--- src/include/fdc_macros.svh ---
// constants for the FDC core (status bits, opcodes, status bytes, step timing), include where needed
`ifndef FDC_MACROS_SVH
`define FDC_MACROS_SVH

// ==========================================================================
// main status register bit positions
// ==========================================================================
`define FDC_MSR_D0B 0 // drive 0 seeking
`define FDC_MSR_D1B 1 // drive 1 seeking
`define FDC_MSR_CB  4 // command in progress
`define FDC_MSR_DIO 6 // 1 = controller to host
`define FDC_MSR_RQM 7 // data register ready

// ==========================================================================
// opcodes of the supported commands
// ==========================================================================
`define FDC_OP_SPECIFY     8'h03
`define FDC_OP_SENSE_DRIVE 8'h04
`define FDC_OP_RECALIBRATE 8'h07
`define FDC_OP_SENSE_INT   8'h08
`define FDC_OP_SEEK        8'h0F

// status bytes, drive number is added to the seek ones
`define FDC_ST0_INVALID  8'h80
`define FDC_ST0_SEEK_END 8'h20
`define FDC_ST0_SEEK_ABN 8'hE8

// step timing
`define FDC_CYCLES_PER_MS_DEFAULT 4000 // clocks per step unit
`define FDC_SRT_RESET             4'd4

`endif

--- src/verilog/fdc_pkg.sv ---
// shared types of the FDC core, imported by every RTL module
package fdc_pkg;

	typedef logic [7:0] cyl_t;       // cylinder number
	typedef logic       drive_sel_t; // drive select
	typedef logic [3:0] step_rate_t; // SRT field of SPECIFY
	typedef logic [7:0] host_byte_t; // bus data byte

	typedef enum logic [3:0] {
		IDLE,
		SPECIFY_P1,
		SPECIFY_P2,
		RECAL_P1,
		SEEK_P1,
		SEEK_P2,
		SENSE_INT_ST0,
		SENSE_INT_PCN,
		SENSE_DRV_P1,
		SENSE_DRV_RES,
		INVALID_RES
	} cmd_state_t;

	typedef enum logic [1:0] {
		STEP_IDLE,
		STEP_COMPARE,
		STEP_WAIT
	} seek_state_t;

	// static facts about one drive and its medium
	typedef struct packed {
		logic ready;
		logic motor;
		logic available;
		logic write_protect;
		logic two_sided;
		cyl_t track_count;
	} drive_info_t;

	typedef struct packed {
		logic start;     // step toward target
		logic reject;    // flag interrupt, no motion
		logic clear_int;
		cyl_t target;
	} seek_cmd_t;

	typedef struct packed {
		cyl_t pcn;
		logic at_target;
		logic int_pending;
		logic busy;
	} drive_state_t;

	// one-cycle transfer pulses from the bus
	typedef struct packed {
		logic       cmd_wr;
		logic       data_rd;
		host_byte_t wdata;
	} host_strobe_t;

endpackage

--- src/verilog/fdc_command_fsm.sv ---
// command phase of the FDC: opcode decode, parameter bytes, status register and result bytes
`timescale 1ns/1ps
`include "fdc_macros.svh"

module fdc_command_fsm (
	input  logic                  clk_sys,
	input  logic                  reset,
	input  fdc_pkg::host_strobe_t i_strobe,
	input  fdc_pkg::drive_info_t  i_drive [2],
	input  fdc_pkg::drive_state_t i_drive_state [2],
	output fdc_pkg::seek_cmd_t    o_seek_cmd [2],
	output fdc_pkg::step_rate_t   o_step_rate,
	output fdc_pkg::host_byte_t   o_msr,
	output logic                  o_data_load,
	output fdc_pkg::host_byte_t   o_data_byte
);
	import fdc_pkg::*;

	cmd_state_t   state;
	drive_sel_t   ds;          // drive of the current command
	step_rate_t   srt;
	logic         rqm;
	logic         result_phase;
	logic         seek_ok;
	drive_info_t  sel_info;
	drive_state_t sel_state;
	host_byte_t   st3;

	assign sel_info  = i_drive[ds];
	assign sel_state = i_drive_state[ds];

	// cylinder 0 is always reachable, anything else needs a spinning ready drive
	assign seek_ok = (i_strobe.wdata == 8'h00) ||
		(sel_info.ready && sel_info.motor && (i_strobe.wdata < sel_info.track_count));

	assign st3 = {
		1'b0,
		sel_info.ready & sel_info.write_protect,
		sel_info.available,
		sel_info.ready & (sel_state.pcn == 8'h00), // track 0
		sel_info.ready & sel_info.two_sided,
		1'b0,                                      // head address
		1'b0,                                      // us1
		ds
	};

	// ======================================================================
	// command sequencing
	// ======================================================================
	always_ff @(posedge clk_sys) begin
		o_data_load <= 1'b0;
		for (int i = 0; i < 2; i++) begin
			o_seek_cmd[i].start     <= 1'b0;
			o_seek_cmd[i].reject    <= 1'b0;
			o_seek_cmd[i].clear_int <= 1'b0;
		end

		if (reset) begin
			state <= IDLE;
			ds    <= 1'b0;
			srt   <= `FDC_SRT_RESET;
			rqm   <= 1'b1;
			for (int i = 0; i < 2; i++)
				o_seek_cmd[i].target <= '0;
		end else begin
			// drop RQM for one clock after each accepted transfer
			rqm <= ~(i_strobe.cmd_wr | i_strobe.data_rd);

			case (state)
				IDLE:
				if (i_strobe.cmd_wr) begin
					case (i_strobe.wdata)
						`FDC_OP_SPECIFY: begin
							for (int i = 0; i < 2; i++)
								o_seek_cmd[i].clear_int <= 1'b1;
							state <= SPECIFY_P1;
						end
						`FDC_OP_SENSE_DRIVE: begin
							for (int i = 0; i < 2; i++)
								o_seek_cmd[i].clear_int <= 1'b1;
							state <= SENSE_DRV_P1;
						end
						`FDC_OP_RECALIBRATE: state <= RECAL_P1;
						`FDC_OP_SENSE_INT:   state <= SENSE_INT_ST0;
						`FDC_OP_SEEK:        state <= SEEK_P1;
						default:             state <= INVALID_RES;
					endcase
				end

				SPECIFY_P1:
				if (i_strobe.cmd_wr) begin
					srt   <= i_strobe.wdata[7:4]; // HUT not used
					state <= SPECIFY_P2;
				end

				SPECIFY_P2:
				if (i_strobe.cmd_wr)
					state <= IDLE; // HLT/ND byte, nothing kept

				RECAL_P1:
				if (i_strobe.cmd_wr) begin
					ds                                   <= i_strobe.wdata[0];
					o_seek_cmd[i_strobe.wdata[0]].start  <= 1'b1;
					o_seek_cmd[i_strobe.wdata[0]].target <= 8'h00;
					state                                <= IDLE;
				end

				SEEK_P1:
				if (i_strobe.cmd_wr) begin
					ds                                      <= i_strobe.wdata[0];
					o_seek_cmd[i_strobe.wdata[0]].clear_int <= 1'b1;
					state                                   <= SEEK_P2;
				end

				SEEK_P2:
				if (i_strobe.cmd_wr) begin
					o_seek_cmd[ds].target <= i_strobe.wdata;
					if (seek_ok)
						o_seek_cmd[ds].start <= 1'b1;
					else
						o_seek_cmd[ds].reject <= 1'b1; // seek error
					state <= IDLE;
				end

				// drive 0 has priority
				SENSE_INT_ST0:
				if (i_strobe.data_rd) begin
					o_data_load <= 1'b1;
					if (i_drive_state[0].int_pending) begin
						ds          <= 1'b0;
						o_data_byte <= (i_drive_state[0].at_target && i_drive[0].ready) ?
							`FDC_ST0_SEEK_END : `FDC_ST0_SEEK_ABN;
						state       <= SENSE_INT_PCN;
					end else if (i_drive_state[1].int_pending) begin
						ds          <= 1'b1;
						o_data_byte <= (i_drive_state[1].at_target && i_drive[1].ready) ?
							(`FDC_ST0_SEEK_END | 8'h01) : (`FDC_ST0_SEEK_ABN | 8'h01);
						state       <= SENSE_INT_PCN;
					end else begin
						o_data_byte <= `FDC_ST0_INVALID; // nothing pending
						state       <= IDLE;
					end
				end

				SENSE_INT_PCN:
				if (i_strobe.data_rd) begin
					o_data_load              <= 1'b1;
					o_data_byte              <= sel_state.pcn;
					o_seek_cmd[ds].clear_int <= 1'b1;
					state                    <= IDLE;
				end

				SENSE_DRV_P1:
				if (i_strobe.cmd_wr) begin
					ds    <= i_strobe.wdata[0];
					state <= SENSE_DRV_RES;
				end

				SENSE_DRV_RES:
				if (i_strobe.data_rd) begin
					o_data_load <= 1'b1;
					o_data_byte <= st3;
					state       <= IDLE;
				end

				INVALID_RES:
				if (i_strobe.data_rd) begin
					o_data_load <= 1'b1;
					o_data_byte <= `FDC_ST0_INVALID;
					state       <= IDLE;
				end

				default: state <= IDLE;
			endcase
		end
	end

	// ======================================================================
	// main status register
	// ======================================================================
	assign result_phase = (state == SENSE_INT_ST0) || (state == SENSE_INT_PCN) ||
		(state == SENSE_DRV_RES) || (state == INVALID_RES);

	always_comb begin
		o_msr               = 8'h00;
		o_msr[`FDC_MSR_D0B] = i_drive_state[0].busy;
		o_msr[`FDC_MSR_D1B] = i_drive_state[1].busy;
		o_msr[`FDC_MSR_CB]  = (state != IDLE);
		o_msr[`FDC_MSR_DIO] = result_phase;
		o_msr[`FDC_MSR_RQM] = rqm;
	end

	assign o_step_rate = srt;

endmodule

--- src/verilog/fdc_head_stepper.sv ---
// head positioner of one drive: steps the present cylinder toward the new one, raises seek end
`timescale 1ns/1ps
`include "fdc_macros.svh"

module fdc_head_stepper #(
	parameter int CYCLES_PER_MS = `FDC_CYCLES_PER_MS_DEFAULT
) (
	input  logic                  clk_sys,
	input  logic                  reset,
	input  fdc_pkg::seek_cmd_t    i_cmd,
	input  fdc_pkg::step_rate_t   i_step_rate,
	output fdc_pkg::drive_state_t o_state
);
	import fdc_pkg::*;

	localparam int MS_W = $clog2(CYCLES_PER_MS + 1);

	seek_state_t     state;
	cyl_t            pcn;      // present cylinder
	cyl_t            ncn;      // new cylinder
	logic            int_pending;
	logic [MS_W-1:0] ms_cnt;
	step_rate_t      unit_cnt; // counts up to Fh

	// ======================================================================
	// seek state machine
	// ======================================================================
	always_ff @(posedge clk_sys) begin
		if (reset) begin
			state       <= STEP_IDLE;
			pcn         <= '0;
			ncn         <= '0;
			int_pending <= 1'b0;
			ms_cnt      <= '0;
			unit_cnt    <= '0;
		end else begin
			case (state)
				STEP_IDLE: ;

				STEP_COMPARE: begin
					if (pcn == ncn) begin
						int_pending <= 1'b1; // seek end
						state       <= STEP_IDLE;
					end else begin
						if (pcn > ncn)
							pcn <= pcn - 8'd1;
						else
							pcn <= pcn + 8'd1;
						unit_cnt <= i_step_rate;
						ms_cnt   <= MS_W'(CYCLES_PER_MS);
						state    <= STEP_WAIT;
					end
				end

				// (16 - srt) periods of CYCLES_PER_MS + 1 clocks
				STEP_WAIT: begin
					if (ms_cnt != '0) begin
						ms_cnt <= ms_cnt - 1'b1;
					end else if (unit_cnt != 4'hF) begin
						unit_cnt <= unit_cnt + 4'd1;
						ms_cnt   <= MS_W'(CYCLES_PER_MS);
					end else begin
						state <= STEP_COMPARE;
					end
				end

				default: state <= STEP_IDLE;
			endcase

			if (i_cmd.clear_int)
				int_pending <= 1'b0;

			// a new command overrides whatever runs
			if (i_cmd.start) begin
				ncn         <= i_cmd.target;
				int_pending <= 1'b0;
				state       <= STEP_COMPARE;
			end else if (i_cmd.reject) begin
				ncn         <= i_cmd.target; // head stays put
				int_pending <= 1'b1;
				state       <= STEP_IDLE;
			end
		end
	end

	assign o_state.pcn         = pcn;
	assign o_state.at_target   = (pcn == ncn);
	assign o_state.int_pending = int_pending;
	assign o_state.busy        = (state != STEP_IDLE);

endmodule

--- src/verilog/fdc_host_port.sv ---
// host bus side of the FDC: strobe edge detection, data register and read mux
`timescale 1ns/1ps

module fdc_host_port (
	input  logic                  clk_sys,
	input  logic                  reset,
	input  logic                  i_a0,
	input  logic                  i_rd_n,
	input  logic                  i_wr_n,
	input  fdc_pkg::host_byte_t   i_din,
	input  fdc_pkg::host_byte_t   i_msr,
	input  logic                  i_data_load,
	input  fdc_pkg::host_byte_t   i_data_byte,
	output fdc_pkg::host_strobe_t o_strobe,
	output fdc_pkg::host_byte_t   o_dout
);
	import fdc_pkg::*;

	logic       rd_act;
	logic       wr_act;
	logic       rd_act_q;
	logic       wr_act_q;
	logic       rd_pending; // read seen, waiting for a load
	host_byte_t data_reg;

	// a strobe only counts when the other one is idle
	assign rd_act = ~i_rd_n & i_wr_n;
	assign wr_act = ~i_wr_n & i_rd_n;

	always_ff @(posedge clk_sys) begin
		if (reset) begin
			rd_act_q   <= 1'b0;
			wr_act_q   <= 1'b0;
			rd_pending <= 1'b0;
		end else begin
			rd_act_q   <= rd_act;
			wr_act_q   <= wr_act;
			rd_pending <= o_strobe.data_rd;
		end
	end

	// pulse on the first clock a strobe is seen low, data register only
	assign o_strobe.cmd_wr  = wr_act & ~wr_act_q & i_a0;
	assign o_strobe.data_rd = rd_act & ~rd_act_q & i_a0;
	assign o_strobe.wdata   = i_din;

	// the command machine answers one clock after the read pulse
	always_ff @(posedge clk_sys) begin
		if (i_data_load)
			data_reg <= i_data_byte;
		else if (rd_pending)
			data_reg <= 8'hFF; // nothing to give
	end

	assign o_dout = i_a0 ? data_reg : i_msr;

endmodule

--- src/verilog/fdc_top.sv ---
// top of the FDC core: host port, command machine and one head stepper per drive
`timescale 1ns/1ps
`include "fdc_macros.svh"

module fdc_top #(
	parameter int CYCLES_PER_MS = `FDC_CYCLES_PER_MS_DEFAULT
) (
	input  logic                 clk_sys,
	input  logic                 reset,
	input  logic                 i_a0,
	input  logic                 i_rd_n,
	input  logic                 i_wr_n,
	input  fdc_pkg::host_byte_t  i_din,
	input  fdc_pkg::drive_info_t i_drive [2],
	output fdc_pkg::host_byte_t  o_dout
);
	import fdc_pkg::*;

	host_strobe_t strobe;
	host_byte_t   msr;
	host_byte_t   data_byte;
	logic         data_load;
	step_rate_t   step_rate;
	seek_cmd_t    seek_cmd [2];
	drive_state_t drive_state [2];

	fdc_host_port u_host_port (
		.clk_sys     (clk_sys),
		.reset       (reset),
		.i_a0        (i_a0),
		.i_rd_n      (i_rd_n),
		.i_wr_n      (i_wr_n),
		.i_din       (i_din),
		.i_msr       (msr),
		.i_data_load (data_load),
		.i_data_byte (data_byte),
		.o_strobe    (strobe),
		.o_dout      (o_dout)
	);

	fdc_command_fsm u_command_fsm (
		.clk_sys       (clk_sys),
		.reset         (reset),
		.i_strobe      (strobe),
		.i_drive       (i_drive),
		.i_drive_state (drive_state),
		.o_seek_cmd    (seek_cmd),
		.o_step_rate   (step_rate),
		.o_msr         (msr),
		.o_data_load   (data_load),
		.o_data_byte   (data_byte)
	);

	// one stepper per drive, sharing the step rate
	for (genvar d = 0; d < 2; d++) begin : g_drive
		fdc_head_stepper #(
			.CYCLES_PER_MS (CYCLES_PER_MS)
		) u_stepper (
			.clk_sys     (clk_sys),
			.reset       (reset),
			.i_cmd       (seek_cmd[d]),
			.i_step_rate (step_rate),
			.o_state     (drive_state[d])
		);
	end

endmodule
--- config.mk ---
export PLATFORM = sky130hd
export DESIGN_NAME = fdc_top
export DESIGN_NICKNAME = d
export VERILOG_FILES = /design/src/verilog/fdc_pkg.sv /design/src/verilog/fdc_command_fsm.sv /design/src/verilog/fdc_head_stepper.sv /design/src/verilog/fdc_host_port.sv /design/src/verilog/fdc_top.sv
export VERILOG_INCLUDE_DIRS = /design/src /design/src/include
export SDC_FILE = /design/constraint.sdc
export NUM_CORES = 1
export LEC_CHECK = 0
export BUFFER_PORTS_ARGS = -buffer_cell sky130_fd_sc_hd__clkbuf_2
export CAP_MARGIN = 20
export CORE_ASPECT_RATIO = 2
export CORE_MARGIN = 1
export CORE_UTILIZATION = 30
export CTS_CLUSTER_SIZE = 40
export DETAILED_ROUTE_END_ITERATION = 16
export PLACE_DENSITY = 0.43
export SLEW_MARGIN = 40
export SYNTH_ARGS = -nofsm -noshare
export SYNTH_HDL_FRONTEND = slang
export SYNTH_SLANG_ARGS = --single-unit
--- constraint.sdc ---
create_clock -name clk_sys -period 3.2 [get_ports clk_sys]
set_input_delay 0.16 -clock clk_sys [delete_from_list [all_inputs] [get_ports clk_sys]]
set_output_delay 0.16 -clock clk_sys [all_outputs]
set_load 0.005 [all_outputs]
# [After elaboration in Yosys (flattened, before gate mapping)]
# Index checks and enable logic that the tools add are counted.
[classes] bitwise_logic=23 n_reduce_logical=59 magnitude_cmp=7 n_mux=110 n_eq_ne=53 n_addsub=8
[ops] operator="bitwise mux 22 bit" count=7
[ops] operator="two-way mux 8 bit" count=19
[ops] operator="two-way mux 22 bit" count=5
[ops] operator="demux 11 bit (select 1 bit)" count=7
[ops] operator="two-way mux 12 bit" count=6
[ops] operator="one-hot mux 8 bit (4 select lines)" count=2
[ops] operator="two-way mux 4 bit" count=14
[ops] operator="two-way mux 11 bit" count=5
[ops] operator="one-hot mux 12 bit (2 select lines)" count=2
[ops] operator="one-hot mux 10 bit (4 select lines)" count=1
[ops] operator="two-way mux 13 bit" count=3
[ops] operator="!= test 2 x 1 -> 1 bit, second input constant" count=15
[ops] operator="one-hot mux 4 bit (7 select lines)" count=1
[ops] operator="!= test 4 bit, second input constant" count=6
[ops] operator="nonzero test 12 bit" count=2
[ops] operator="subtractor 12 x 1 -> 12 bit, second input constant" count=2
[ops] operator="one-hot mux 4 bit (5 select lines)" count=1
[ops] operator="two-way mux 1 bit" count=19
[ops] operator="two-way mux 9 bit" count=2
[ops] operator="AND reduction 3 bit" count=6
[ops] operator="adder 8 x 1 -> 8 bit, second input constant" count=2
[ops] operator="== test 4 x 3 -> 1 bit, second input constant" count=4
[ops] operator="== test 8 x 3 -> 1 bit, second input constant" count=2
[ops] operator="== test 8 x 4 -> 1 bit, second input constant" count=2
[ops] operator="other kinds (44)" count=125
[totals] input_bits=39 regBits=122 output_inout_bits=8 word_cells=292

# [Logic depth before layout (Yosys ltp)]
# Gate-level depths: netlist (run 1).
[logic_depth] word_depth=10 ltp_mapped=14 ltp_nobuf=14

# [By module]
# A second synthesis (run 1) with hierarchy kept.
[unflattened] cells_unflattened=853 hier_area_um2=7290.7
[modules_own_cells] module="fdc_command_fsm" cells_each=277 seq_area_each_um2=900.9 area_per_inst_um2=2454.9 instances=1
[modules_own_cells] module="fdc_head_stepper (g_drive[0].u_stepper)" cells_each=265 seq_area_each_um2=700.7 area_per_inst_um2=2118.3 instances=1
[modules_own_cells] module="fdc_head_stepper (g_drive[1].u_stepper)" cells_each=268 seq_area_each_um2=700.7 area_per_inst_um2=2113.3 instances=1
[modules_own_cells] module="fdc_host_port" cells_each=43 seq_area_each_um2=300.3 area_per_inst_um2=604.3 instances=1

# [Worst setup path after synthesis (run 1)]
# Ideal clock, no wire load.
[synth_path] path_type="register -> register" from="reg u_command_fsm.ds" to="reg u_command_fsm.o_seek_cmd[10] in the netlist's numbering" setup_ns=0.066 period_less_slack_ns=2.820 path_buffers=3 path_slack_ns=0.380 required_ns=3.134 t_arrival_ns=2.754 path_stages_with_launch=12 path_cell_list="dfxtp_1 -> clkbuf_1 -> buf_1 -> buf_1 -> mux2i_1 -> ha_1 -> and4_1 -> a221oi_1 -> o21ai_0 -> o21ai_0 -> a32oi_1 -> nor2_1"
[synth_between] elab_chain_cells=10 elab_cells_between_ends=24 cone_classes="3 x order compare; 16 x mux; 1 x bitwise; 4 x reduce/logical"
[synth_lines] item="start: declaration" line_no="fdc_command_fsm.sv:20" source="drive_sel_t ds;"
[synth_lines] item="start signal: assignment" line_no="fdc_command_fsm.sv:102" source="ds <= i_strobe.wdata[0];"
[synth_lines] item="start signal: assignment" line_no="fdc_command_fsm.sv:110" source="ds <= i_strobe.wdata[0];"
[synth_lines] item="start signal: assignment" line_no="fdc_command_fsm.sv:155" source="ds <= i_strobe.wdata[0];"
[synth_lines] item="inverter 1 -> 2 bit (implied by the code) *"
[synth_lines] item="two-way mux 13 bit (implied by the code) (3 in a row)" line_no="fdc_command_fsm.sv:29" source="assign sel_info = i_drive[ds];"
[synth_lines] item="< comparator 8 bit / logical AND 1 bit (equally long branches)" line_no="fdc_command_fsm.sv:34" source="(sel_info.ready && sel_info.motor && (i_strobe.wdata < sel_info.track_count));"
[synth_lines] item="logical AND 1 bit" line_no="fdc_command_fsm.sv:34"
[synth_lines] item="logical OR 1 bit" line_no="fdc_command_fsm.sv:33" source="assign seek_ok = (i_strobe.wdata == 8'h00) ||"
[synth_lines] item="two-way mux 22 bit" line_no="fdc_command_fsm.sv:118" source="if (seek_ok)"
[synth_lines] item="two-way mux 22 bit" line_no="fdc_command_fsm.sv:116" source="if (i_strobe.cmd_wr) begin"
[synth_lines] item="one-hot mux 10 bit (4 select lines) *" line_no="fdc_command_fsm.sv:69" source="case (state)"
[synth_lines] item="end: declaration" line_no="fdc_command_fsm.sv:11" source="output fdc_pkg::seek_cmd_t o_seek_cmd [2],"
# Mark *: on every way between the ends. The rest lies on a longest branch, timed or not. The select of a mux whose other input is x is not followed.
# A chain may end at the register's enable or synchronous reset.

# [Worst setup path in the final report (run 1)]
[layout_path] from="reg g_drive[1].u_stepper.pcn[1]" to="reg g_drive[1].u_stepper.pcn[7]"
[layout_between] elab_chain_cells=3 elab_cells_between_ends=7 cone_classes="2 x add/sub; 1 x order compare; 1 x eq/ne; 1 x mux; 1 x bitwise; 1 x reduce/logical"
[layout_lines] item="start: declaration" line_no="fdc_head_stepper.sv:19" source="cyl_t pcn;"
[layout_lines] item="start signal: assignment" line_no="fdc_head_stepper.sv:46" source="pcn <= pcn - 8'd1;"
[layout_lines] item="start signal: assignment" line_no="fdc_head_stepper.sv:48" source="pcn <= pcn + 8'd1;"
[layout_lines] item="branches (longest 3 deep; another with adder 8 x 1 -> 8 bit)"
# Several ways; the timed one is not identified.

==> impl_metrics.toml, run 1 <==
[worst_setup_path]
critPathSlowestCell = "dfxtp_1"
critPathKind = "reg2reg"
worstPathMaxFanout = 6
crit_path_max_incr_delay_ns = 0.44
start_kind = "flip-flop"
required_ns = 3.57
crit_start = "g_drive[1].u_stepper.pcn[1]$_SDFFE_PP0P_"
path_cells = "ha_1 > nor2b_1 > o211ai_1 > a21oi_2 > o22ai_2 > inv_2 > ha_1 > a21oi_1 > o2111ai_1 > a21o_1 > a21oi_1 > o2111ai_1 > nand4_1"
cp.buffers_inverters = 1
path_delay_family = "compound AO/OA/AOI/OAI gates"
endpoint_kind = "flip-flop"
reg2reg_from = "g_drive[1].u_stepper.pcn[1]$_SDFFE_PP0P_"
cp_data_arrival_time_ns = 3.30

[cells_and_area]
top_regs = "g_drive.u_stepper.ms_cnt x24, u_command_fsm.o_seek_cmd x22"
antenna_cells = 0
nets = 1005
regMostFlops = "g_drive.u_stepper.ms_cnt"
drive_gt1_frac = 0.147
largest_reg_flops = 24
utilization = 0.363
syn_to_final_growth_pct = 18.1

[clock_tree]
clock_sinks = 122
numCtsBuffers = 17
cts_setup_buffers = 0
htree_levels = 4
clk_path_buf_depth = 2
root_buffer = "clkbuf_16"
clk_latency_ns = 0.43
cts_tree = "done"
path_clk_slew_ns = 0.06

[power]
switching_share = 0.220
power_density_mw_per_mm2 = 439
clockPowerShare = 0.541
leakage_nw = 3.19
p_int_mw = 2.90
vdd_drop_max_v = 0.000288
netSwitchingPower_mw = 0.820
combPwrFrac = 0.041
pwr-share-seq = 0.419

[grt]
gr-total-overflow = 0
grt_max_degree = 40
grt_pass1_vias = 6545
track_usage = 0.185
grt_first_pass_wirelength_um = 34400
antenna_found_initial = 0

[timing]
setup_viol = 0
maxSlewViolCount = 0
clock_skew_ns = 0.00701
rsz0062_at_grt = "false"
finalHoldViolCount = 0
slew_headroom = 0.486
max_freq_mhz = 342
period_minus_slack_ns = 2.93
tightest_slew_ns = 0.765
finalCritPeriodShare = 0.915
fin_setup_tns_ns = 0
whs_ns = 0.100

[floorplan]
coreArea_mm2 = 0.0233
die_w_um = 111
dieArea_mm2 = 0.0246
die_h_um = 221
initial_utilization = 0.308
io_pins = 47
num_rows = 79

[synthesis]
yosys_warnings = 0
synth_area_leaders = "dfxtp_1 (30%), ha_1 (8.2%), edfxtp_1 (6.7%), a21oi_1 (6.0%), nor2_1 (4.8%)"
synth_seq_cells = 122
synth_cells = 862
synth.top_cell.area_share = 0.296
ys_seq_area_frac = 0.362
synthDistinctLibCells = 73
synth_edf_count = 16
synthesis.nets = 950
yosysTopAreaCell = "dfxtp_1"
synth-async-reset-ratio = 0
avgSynthCellArea_um2 = 8.33
syn-cell-area_mm2 = 0.00718
ys.flop_type = "dfxtp_1"

[detailed_routing]
num_vias = 6422
ant_nets = 0
dr.pass1.iters = 5
drtIter0Drc = 213
via_per_inst = 5.29
drt_wl_total_um = 21600
wl_per_cell_um = 17.8
drc = 0

[place]
hpwl_um = 16700
gp_congestion = 0.867
numPortBuffers = 46

[run]
max-cap-violations = 0

[worst_hold_path]
min_path_type = "in2reg"
worstHoldStart = "i_din[4]"

[outcome]
status = "completed"
[worst paths after layout]
| kind | depth (start not counted) | slack, ns | end |
|---|---|---|---|
| worst max register to register | 13 | 0.27 | g_drive[1].u_stepper.pcn[7]$_SDFFE_PP0P_ |
| worst min-delay path | 2 | 0.10 | u_command_fsm.o_seek_cmd[15]$_SDFFE_PP0P_ |
| worst max-delay path | 13 | 0.27 | g_drive[1].u_stepper.pcn[7]$_SDFFE_PP0P_ |
| worst min register to register | 2 | 0.45 | u_command_fsm.o_seek_cmd[11]$_SDFFE_PP0P_ |
[logic make-up after synthesis]
| family | count (synthesis) | share of synthesized area |
|---|---|---|
| compound gates | 244 | 0.222 |
| xor+xnor | 13 | 0.0159 |
| fa+ha+maj | 49 | 0.0875 |
| buf+inv | 90 | 0.0491 |
| flops | 122 | 0.362 |
| mux | 28 | 0.0401 |
| simple gates | 316 | 0.223 |
[worst reg2reg max path: cells and delay by family (launching register included)]
family | cells | cell delay, ns
DFF | 1 | 0.44
buffers and inverters | 1 | 0.12
adders and majority gates | 2 | 0.57
and+or+nand+nor | 2 | 0.25
AOI/OAI and AO/OA | 8 | 1.48
[cells in the final DEF (no fill, tap or decap), types with 15 or more instances in the layout]
| master | Yosys | final |
|---|---|---|
| o21ai_0 | 42 | 41 |
| nand2b_1 | 19 | 19 |
| a21oi_1 | 86 | 83 |
| clkbuf_16 | 0 | 17 |
| a22o_1 | 15 | 15 |
| dfxtp_1 | 106 | 105 |
| clkbuf_2 | 0 | 45 |
| nor3_1 | 24 | 24 |
| ha_1 | 47 | 47 |
| inv_1 | 47 | 45 |
| nand2_1 | 70 | 70 |
| nor2_1 | 91 | 90 |
| nand3_1 | 26 | 26 |
| edfxtp_1 | 16 | 16 |
| nor2b_1 | 17 | 17 |
| buf_4 | 1 | 31 |
| mux2i_1 | 22 | 22 |
[routing by layer]
metal	wire [µm]	global-route usage	vias up
li1	-	-	3250
met1	7500	0.164	3042
met2	13000	0.392	100
met3	526	0.0353	30
met4	610	0.0838	0
met5	0	0	-
[layout make-up]
cell class,count,area [µm²]
clock inverter,13,175
multi-input combinational,650,4250
clock buffer,19,433
inverter,47,176
timing repair buffer,79,483
sequential,122,2600
fill,2471,14900
tap,283,354
[metrics by stage]
stage | worst slack [ns] | total power, mW | area (µm²) | cells
2_1_floorplan | 0.380 | 1.67 | 7180 | 862
3_3_place_gp | 0.147 | 1.74 | 7820 | 1179
5_1_grt | 0.0645 | 3.85 | 8480 | 1213
4_1_cts | 0.0824 | 3.78 | 8450 | 1213
6_report | 0.272 | 3.72 | 8480 | 1213
3_5_place_dp | 0.0884 | 1.74 | 7820 | 1179
[power by group through the flow]
stage / logic [mW] / registers, mW / clock network (mW)
floorplan: 0.0855 / 1.59 / 0
global placement: 0.154 / 1.59 / 0
detailed placement: 0.153 / 1.59 / 0
CTS: 0.155 / 1.56 / 2.07
global route: 0.168 / 1.56 / 2.13
finish: 0.152 / 1.56 / 2.01
[cell usage after synthesis, drive strengths merged, types with 8 or more instances]
| cell type | number |
|---|---|
| nand2 | 70 |
| a21o | 11 |
| a22o | 15 |
| nor3 | 24 |
| a21oi | 86 |
| nand2b | 19 |
| clkbuf | 31 |
| dfxtp | 106 |
| nand3 | 26 |
| inv | 47 |
| nor4 | 13 |
| edfxtp | 16 |
| nor2 | 92 |
| nand4 | 11 |
| a22oi | 8 |
| a211oi | 8 |
| o21ai | 48 |
| mux2i | 22 |
| ha | 47 |
| nor2b | 17 |
| buf | 12 |
| o22ai | 9 |
[timing repair]
action,4_1_cts,5_1_grt
hold buffers,2,0
gates resized for setup,0,8
endpoints found under the setup margin,0,4
endpoints found under the hold margin,2,0
No activity file was read; power rests on OpenSTA's default activity.
==> run 2, diff against run 1 <==
--- a/config.mk
+++ b/config.mk
@@ -7,12 +7,14 @@
 export NUM_CORES = 1
 export LEC_CHECK = 0
 export BUFFER_PORTS_ARGS = -buffer_cell sky130_fd_sc_hd__clkbuf_2
-export CAP_MARGIN = 20
+export CAP_MARGIN = 25
 export CORE_ASPECT_RATIO = 2
 export CORE_MARGIN = 1
 export CORE_UTILIZATION = 30
+export CTS_CLUSTER_DIAMETER = 50
 export CTS_CLUSTER_SIZE = 40
 export DETAILED_ROUTE_END_ITERATION = 16
+export MAX_ROUTING_LAYER = met4
 export PLACE_DENSITY = 0.43
 export SLEW_MARGIN = 40
 export SYNTH_ARGS = -nofsm -noshare
==> run 2 against run 1 <==
Compared with the run above:
- combinational power is essentially flat
- clock power is essentially flat
- total power about the same
- register-to-register slack barely moved
- fmax about the same
- hold slack lost 0.0071 ns
- routed wire length decreased by 0.14%
- critical path type unchanged
- largest cell class unchanged
- largest power group unchanged
==> impl_metrics.toml, run 2 (synthesis gave the netlist of run 1 again) <==
[detailed_routing]
dr.pass1.iters = 4
wl_per_cell_um = 17.8
via_per_inst = 5.26
drtIter0Drc = 225
drt_wl_total_um = 21600
ant_nets = 0
drc = 0
num_vias = 6384

[grt]
grt_pass1_vias = 6524
grt_util_met3 = 0.0353
grt_busiest_layer = "met2"
track_usage = 0.191
antenna_found_initial = 0
grt_max_degree = 40
grt_first_pass_wirelength_um = 34400
gr-total-overflow = 0
grt_util_met1 = 0.165
met2_usage = 0.392

[worst_setup_path]
path_cells = "ha_1 > nor2b_1 > o211ai_1 > a21oi_2 > o22ai_2 > inv_2 > ha_1 > a21oi_1 > o2111ai_1 > a21o_1 > a21oi_1 > o2111ai_1 > nand4_1"
path_delay_family = "compound AO/OA/AOI/OAI gates"
endpoint_kind = "flip-flop"
critPathSlowestCell = "dfxtp_1"
critPathKind = "reg2reg"
cp.buffers_inverters = 1
start_kind = "flip-flop"
r2r_setup_slack_ns = 0.27
cp_data_arrival_time_ns = 3.29
crit_path_max_incr_delay_ns = 0.44
worstPathMaxFanout = 6
required_ns = 3.57

[floorplan]
coreArea_mm2 = 0.0233
io_pins = 47
dieArea_mm2 = 0.0246
num_rows = 79
die_w_um = 111
die_h_um = 221
initial_utilization = 0.308

[timing]
tightest_slew_ns = 0.786
fin_setup_tns_ns = 0
maxSlewViolCount = 0
clock_skew_ns = 0.00709
rsz0062_at_grt = "false"
max_freq_mhz = 342
slew_headroom = 0.472
period_minus_slack_ns = 2.93
finalCritPeriodShare = 0.914
whs_ns = 0.0930
finalHoldViolCount = 0
setup_viol = 0

[clock_tree]
path_clk_slew_ns = 0.06
numCtsBuffers = 17
clock_sinks = 122
root_buffer = "clkbuf_16"
cts_tree = "done"
clk_path_buf_depth = 2
htree_levels = 4
clk_latency_ns = 0.43

[cells_and_area]
final_cell_area_mm2 = 0.00848
antenna_cells = 0
largest_reg_flops = 24
nets = 1005
top_regs = "g_drive.u_stepper.ms_cnt x24, u_command_fsm.o_seek_cmd x22"
mostFrequentLayoutCell = "dfxtp_1"
final_cell_mix = "dfxtp_1 (105), nor2_1 (90), a21oi_1 (83)"
drive_gt1_frac = 0.147
regMostFlops = "g_drive.u_stepper.ms_cnt"
syn_to_final_growth_pct = 18.1

[power]
p_int_mw = 2.90
netSwitchingPower_mw = 0.820
clockPowerShare = 0.541
switching_share = 0.220
leakage_nw = 3.19
vdd_drop_max_v = 0.000289
pwr-share-seq = 0.419
combPwrFrac = 0.041
power_density_mw_per_mm2 = 439

[place]
gp_congestion = 0.882
hpwl_um = 16700
numPortBuffers = 46
placed_area_mm2 = 0.00782

[run]
max-cap-violations = 0

[worst_hold_path]
min_path_type = "in2reg"

[outcome]
status = "completed"
## run 2: cell counts in the layout (fill, tap and decap cells not counted)
No cell type changed its count.
## run 2: path summary, 6_finish.rpt
path	from	cells after the start	end
max	g_drive[1].u_stepper.pcn[1]$_SDFFE_PP0P_	13	g_drive[1].u_stepper.pcn[7]$_SDFFE_PP0P_
min	i_din[4]	2	u_command_fsm.o_seek_cmd[15]$_SDFFE_PP0P_
max reg2reg	g_drive[1].u_stepper.pcn[1]$_SDFFE_PP0P_	13	g_drive[1].u_stepper.pcn[7]$_SDFFE_PP0P_
min reg2reg	u_command_fsm.o_seek_cmd[11]$_SDFFE_PP0P_	2	u_command_fsm.o_seek_cmd[11]$_SDFFE_PP0P_
## run 2: final cells by class
| class | count | area, µm² |
|---|---|---|
| timing repair buffer | 79 | 483 |
| fill | 2471 | 14900 |
| clock buffer | 19 | 433 |
| clock inverter | 13 | 175 |
| inverter | 47 | 176 |
| multi-input combinational | 650 | 4250 |
| sequential | 122 | 2600 |
| tap | 283 | 354 |
## run 2: layer usage
layer	up-vias	wire length, µm
met5	-	0
met2	101	12900
met1	3006	7490
li1	3247	-
met3	30	541
met4	0	593
## run 2: what timing repair did
action / in CTS / in global routing
hold endpoints to repair: 2 / 0
endpoints found under the setup margin: 0 / 4
gates resized for setup: 0 / 8
hold buffers: 2 / 0
buffers inserted: 0 / 0
## run 2: power groups by stage
stage	registers (mW)	clock network [mW]	logic (mW)
after global routing	1.56	2.13	0.168
after floorplan	1.59	0	0.0855
after global placement	1.59	0	0.154
final	1.56	2.01	0.152
after CTS	1.56	2.07	0.155
after detailed placement	1.59	0	0.153
## run 2: metrics by stage
stage / setup slack (ns) / util / instances / total power, mW
detailed placement: 0.0884 / 0.335 / 1179 / 1.74
global route: 0.0644 / 0.363 / 1213 / 3.85
global placement: 0.147 / 0.335 / 1179 / 1.74
floorplan: 0.380 / - / 862 / 1.67
CTS: 0.0824 / 0.362 / 1213 / 3.78
finish: 0.274 / 0.363 / 1213 / 3.72
## run 2: worst register-to-register path, stage by stage, from the launching register on
cell	delay [ns]
dfxtp_1	0.44
ha_1	0.28
nor2b_1	0.13
o211ai_1	0.19
a21oi_2	0.13
o22ai_2	0.18
inv_2	0.11
ha_1	0.29
a21oi_1	0.22
o2111ai_1	0.21
a21o_1	0.23
a21oi_1	0.20
o2111ai_1	0.14
nand4_1	0.12
==> run 3, diff against run 2 <==
--- a/config.mk
+++ b/config.mk
@@ -6,16 +6,19 @@
 export SDC_FILE = /design/constraint.sdc
 export NUM_CORES = 1
 export LEC_CHECK = 0
+export ABC_AREA = 1
 export BUFFER_PORTS_ARGS = -buffer_cell sky130_fd_sc_hd__clkbuf_2
 export CAP_MARGIN = 25
+export CELL_PAD_IN_SITES_DETAIL_PLACEMENT = 2
+export CELL_PAD_IN_SITES_GLOBAL_PLACEMENT = 2
 export CORE_ASPECT_RATIO = 2
 export CORE_MARGIN = 1
-export CORE_UTILIZATION = 30
+export CORE_UTILIZATION = 35
 export CTS_CLUSTER_DIAMETER = 50
 export CTS_CLUSTER_SIZE = 40
 export DETAILED_ROUTE_END_ITERATION = 16
 export MAX_ROUTING_LAYER = met4
-export PLACE_DENSITY = 0.43
+export PLACE_DENSITY = 0.78
 export SLEW_MARGIN = 40
 export SYNTH_ARGS = -nofsm -noshare
 export SYNTH_HDL_FRONTEND = slang
==> run 3 against run 2 <==
Compared with the run above:
- routed wire length is 19% higher
- register-to-register slack gained 0.05 ns
- sequential cell count unchanged
- clock power down 6%
- largest cell class unchanged
- final area decreased by 1.6%
- setup slack gained 0.052 ns
- die area down 14%
- combinational power rose to 6.0 times the previous value
- fmax rose by 1.8%
- clock-buffer cell count grew 1
==> impl_metrics.toml, run 3 <==
[outcome]
status = "completed"

[synthesis]
avgSynthCellArea_um2 = 7.07
synthDistinctLibCells = 48
ys.flop_type = "dfxtp_1"
yosys_warnings = 0
synth_seq_cells = 122
synth_area_leaders = "dfxtp_1 (29%), nand2_1 (12%), ha_1 (8.2%), a21oi_1 (6.9%), edfxtp_1 (6.7%)"
synthesis.nets = 1107
ys_seq_area_frac = 0.361
synth.top_cell.area_share = 0.295
synth_cells = 1019
syn-cell-area_mm2 = 0.00720
synth_common_cells = "nand2_1 (231), inv_1 (127), dfxtp_1 (106), a21oi_1 (100), nor2_1 (88)"
synth_edf_count = 16
yosysTopAreaCell = "dfxtp_1"
synth-async-reset-ratio = 0
synth.most_common_cell = "nand2_1"

[worst_setup_path]
crit_path_max_incr_delay_ns = 0.38
start_kind = "flip-flop"
critPathKind = "reg2reg"
critPathSlowestCell = "ha_1"
endpoint_kind = "flip-flop"
worstPathMaxFanout = 6
cp_common_cell = "nand2_1"
cp_data_arrival_time_ns = 3.21
required_ns = 3.54
path_cells = "inv_1 > ha_1 > nand2_1 > nor2_1 > nand2_1 > nand2_1 > inv_1 > ha_1 > a21oi_1 > nand2_1 > nand3_1 > nand3_1 > a21oi_1 > nand3_1 > nand2_1 > nor2_1"

[power]
leakage_nw = 3.67
power_density_mw_per_mm2 = 535
vdd_drop_max_v = 0.000296

[clock_tree]
path_clk_slew_ns = 0.06
clk_latency_ns = 0.44
numCtsBuffers = 17
clk_path_buf_depth = 2
clock_sinks = 122
cts_setup_buffers = 0
htree_levels = 4
holdBufCountCts = 0
root_buffer = "clkbuf_16"
cts_tree = "done"
cts-resized-gates = 0

[worst_hold_path]
min_path_type = "in2reg"

[floorplan]
coreArea_mm2 = 0.0200
die_w_um = 103
io_pins = 47
die_h_um = 205
num_rows = 73
dieArea_mm2 = 0.0212
initial_utilization = 0.360

[detailed_routing]
num_vias = 7246
drt_wl_total_um = 25700
ant_nets = 0
dr.pass1.iters = 6
drc = 0
via_per_inst = 5.37
wl_per_cell_um = 19.0
drtIter0Drc = 225

[place]
hpwl_um = 20000
gp_congestion = 0.825
numPortBuffers = 46
dp.cells = 1318
placed_area_mm2 = 0.00778

[cells_and_area]
mostFrequentLayoutCell = "nand2_1"
final_cells = 1350
antenna_cells = 0
seq_area_mm2 = 0.00260
multiInputGateArea_mm2 = 0.00398
final_cell_area_mm2 = 0.00834
top_regs = "g_drive.u_stepper.ms_cnt x24, u_command_fsm.o_seek_cmd x22"
drive_gt1_frac = 0.114
utilization = 0.417
regMostFlops = "g_drive.u_stepper.ms_cnt"
final_cell_mix = "nand2_1 (231), inv_1 (127), dfxtp_1 (106)"
syn_to_final_growth_pct = 15.8
fillers = 2446
largest_reg_flops = 24
nets = 1163

[timing]
setup_viol = 0
slew_headroom = 0.574
tightest_slew_ns = 0.639
maxSlewViolCount = 0
finalHoldViolCount = 0
finalCritPeriodShare = 0.898
max_freq_mhz = 348
period_minus_slack_ns = 2.87
clock_skew_ns = 0.0105
whs_ns = 0.00820

[grt]
antenna_found_initial = 0
grt_max_degree = 47
grt_pass1_vias = 8091
gr-total-overflow = 0
track_usage = 0.269
grt_first_pass_wirelength_um = 40800

[run]
max-cap-violations = 0
run 3: cell count changes in the layout (fill, tap and decap cells not counted), moves of 11 or more:
| cell | before | now |
|---|---|---|
| nand2_1 | 70 | 231 |
| inv_1 | 45 | 127 |
| o21ai_0 | 41 | 87 |
| nand3_1 | 26 | 62 |
| nand2b_1 | 19 | 0 |
| a21oi_1 | 83 | 100 |
| nor2b_1 | 17 | 0 |
| a22o_1 | 15 | 0 |
| buf_4 | 31 | 18 |
| mux2i_1 | 22 | 9 |
| nor3_1 | 24 | 13 |
run 3: worst paths after layout:
path / startpoint / end / slack, ns / cells past startpoint
worst max-delay path: g_drive[0].u_stepper.pcn[0]$_SDFFE_PP0P_ / g_drive[0].u_stepper.pcn[7]$_SDFFE_PP0P_ / 0.33 / 16
worst max register to register: g_drive[0].u_stepper.pcn[0]$_SDFFE_PP0P_ / g_drive[0].u_stepper.pcn[7]$_SDFFE_PP0P_ / 0.33 / 16
worst min register to register: g_drive[0].u_stepper.ncn[6]$_SDFFE_PP0N_ / g_drive[0].u_stepper.ncn[6]$_SDFFE_PP0N_ / 0.47 / 2
worst min-delay path: i_rd_n / u_host_port.wr_act_q$_SDFF_PP0_ / 0.008 / 3
run 3: logic make-up after synthesis:
logic type               count (synthesis)  synth area share
buffers and inverters                  160            0.0861
XOR/XNOR                                 9            0.0109
AND/OR/NAND/NOR                        435             0.263
multiplexers                             9            0.0125
adder cells (fa/ha/maj)                 49            0.0872
flip-flops                             122             0.361
AO/OA/AOI/OAI                          235             0.179
run 3: cell type report:
type,instances,share of cell area
flip-flops and latches,122,0.312
clock buffers,20,0.0523
clock inverters,12,0.0151
multi-input cells,737,0.478
inverters,133,0.0598
well taps,262,0.0393
repair buffers,64,0.0438
run 3: where the power goes:
group | switching, mW | leakage, nW | internal [mW]
registers | 0.0587 | 0.983 | 1.61
logic | 0.613 | 2.42 | 0.293
clock network | 0.757 | 0.265 | 1.14
run 3: per-layer routing:
metal | track usage | up-vias | share of wire
met5 | - | - | 0
met4 | 0.154 | 0 | 0.049
met2 | 0.513 | 106 | 0.58
met3 | 0.0478 | 67 | 0.021
li1 | - | 3509 | -
met1 | 0.238 | 3564 | 0.35
run 3: metrics by stage:
stage	setup TNS, ns	setup WS, ns	power, mW
final	0	0.326	4.46
after global placement	0	0.463	2.59
after detailed placement	0	0.299	2.62
after floorplan	0	0.845	2.33
after global routing	-0.000144	-0.000144	4.69
after CTS	0	0.253	4.53
run 3: worst max-delay path: cells and delay by family (launching register included):
| family | cells | cell delay, ns |
|---|---|---|
| flops | 1 | 0.35 |
| fa+ha+maj | 2 | 0.68 |
| compound gates | 2 | 0.37 |
| simple gates | 10 | 1.09 |
| buf+inv | 2 | 0.27 |
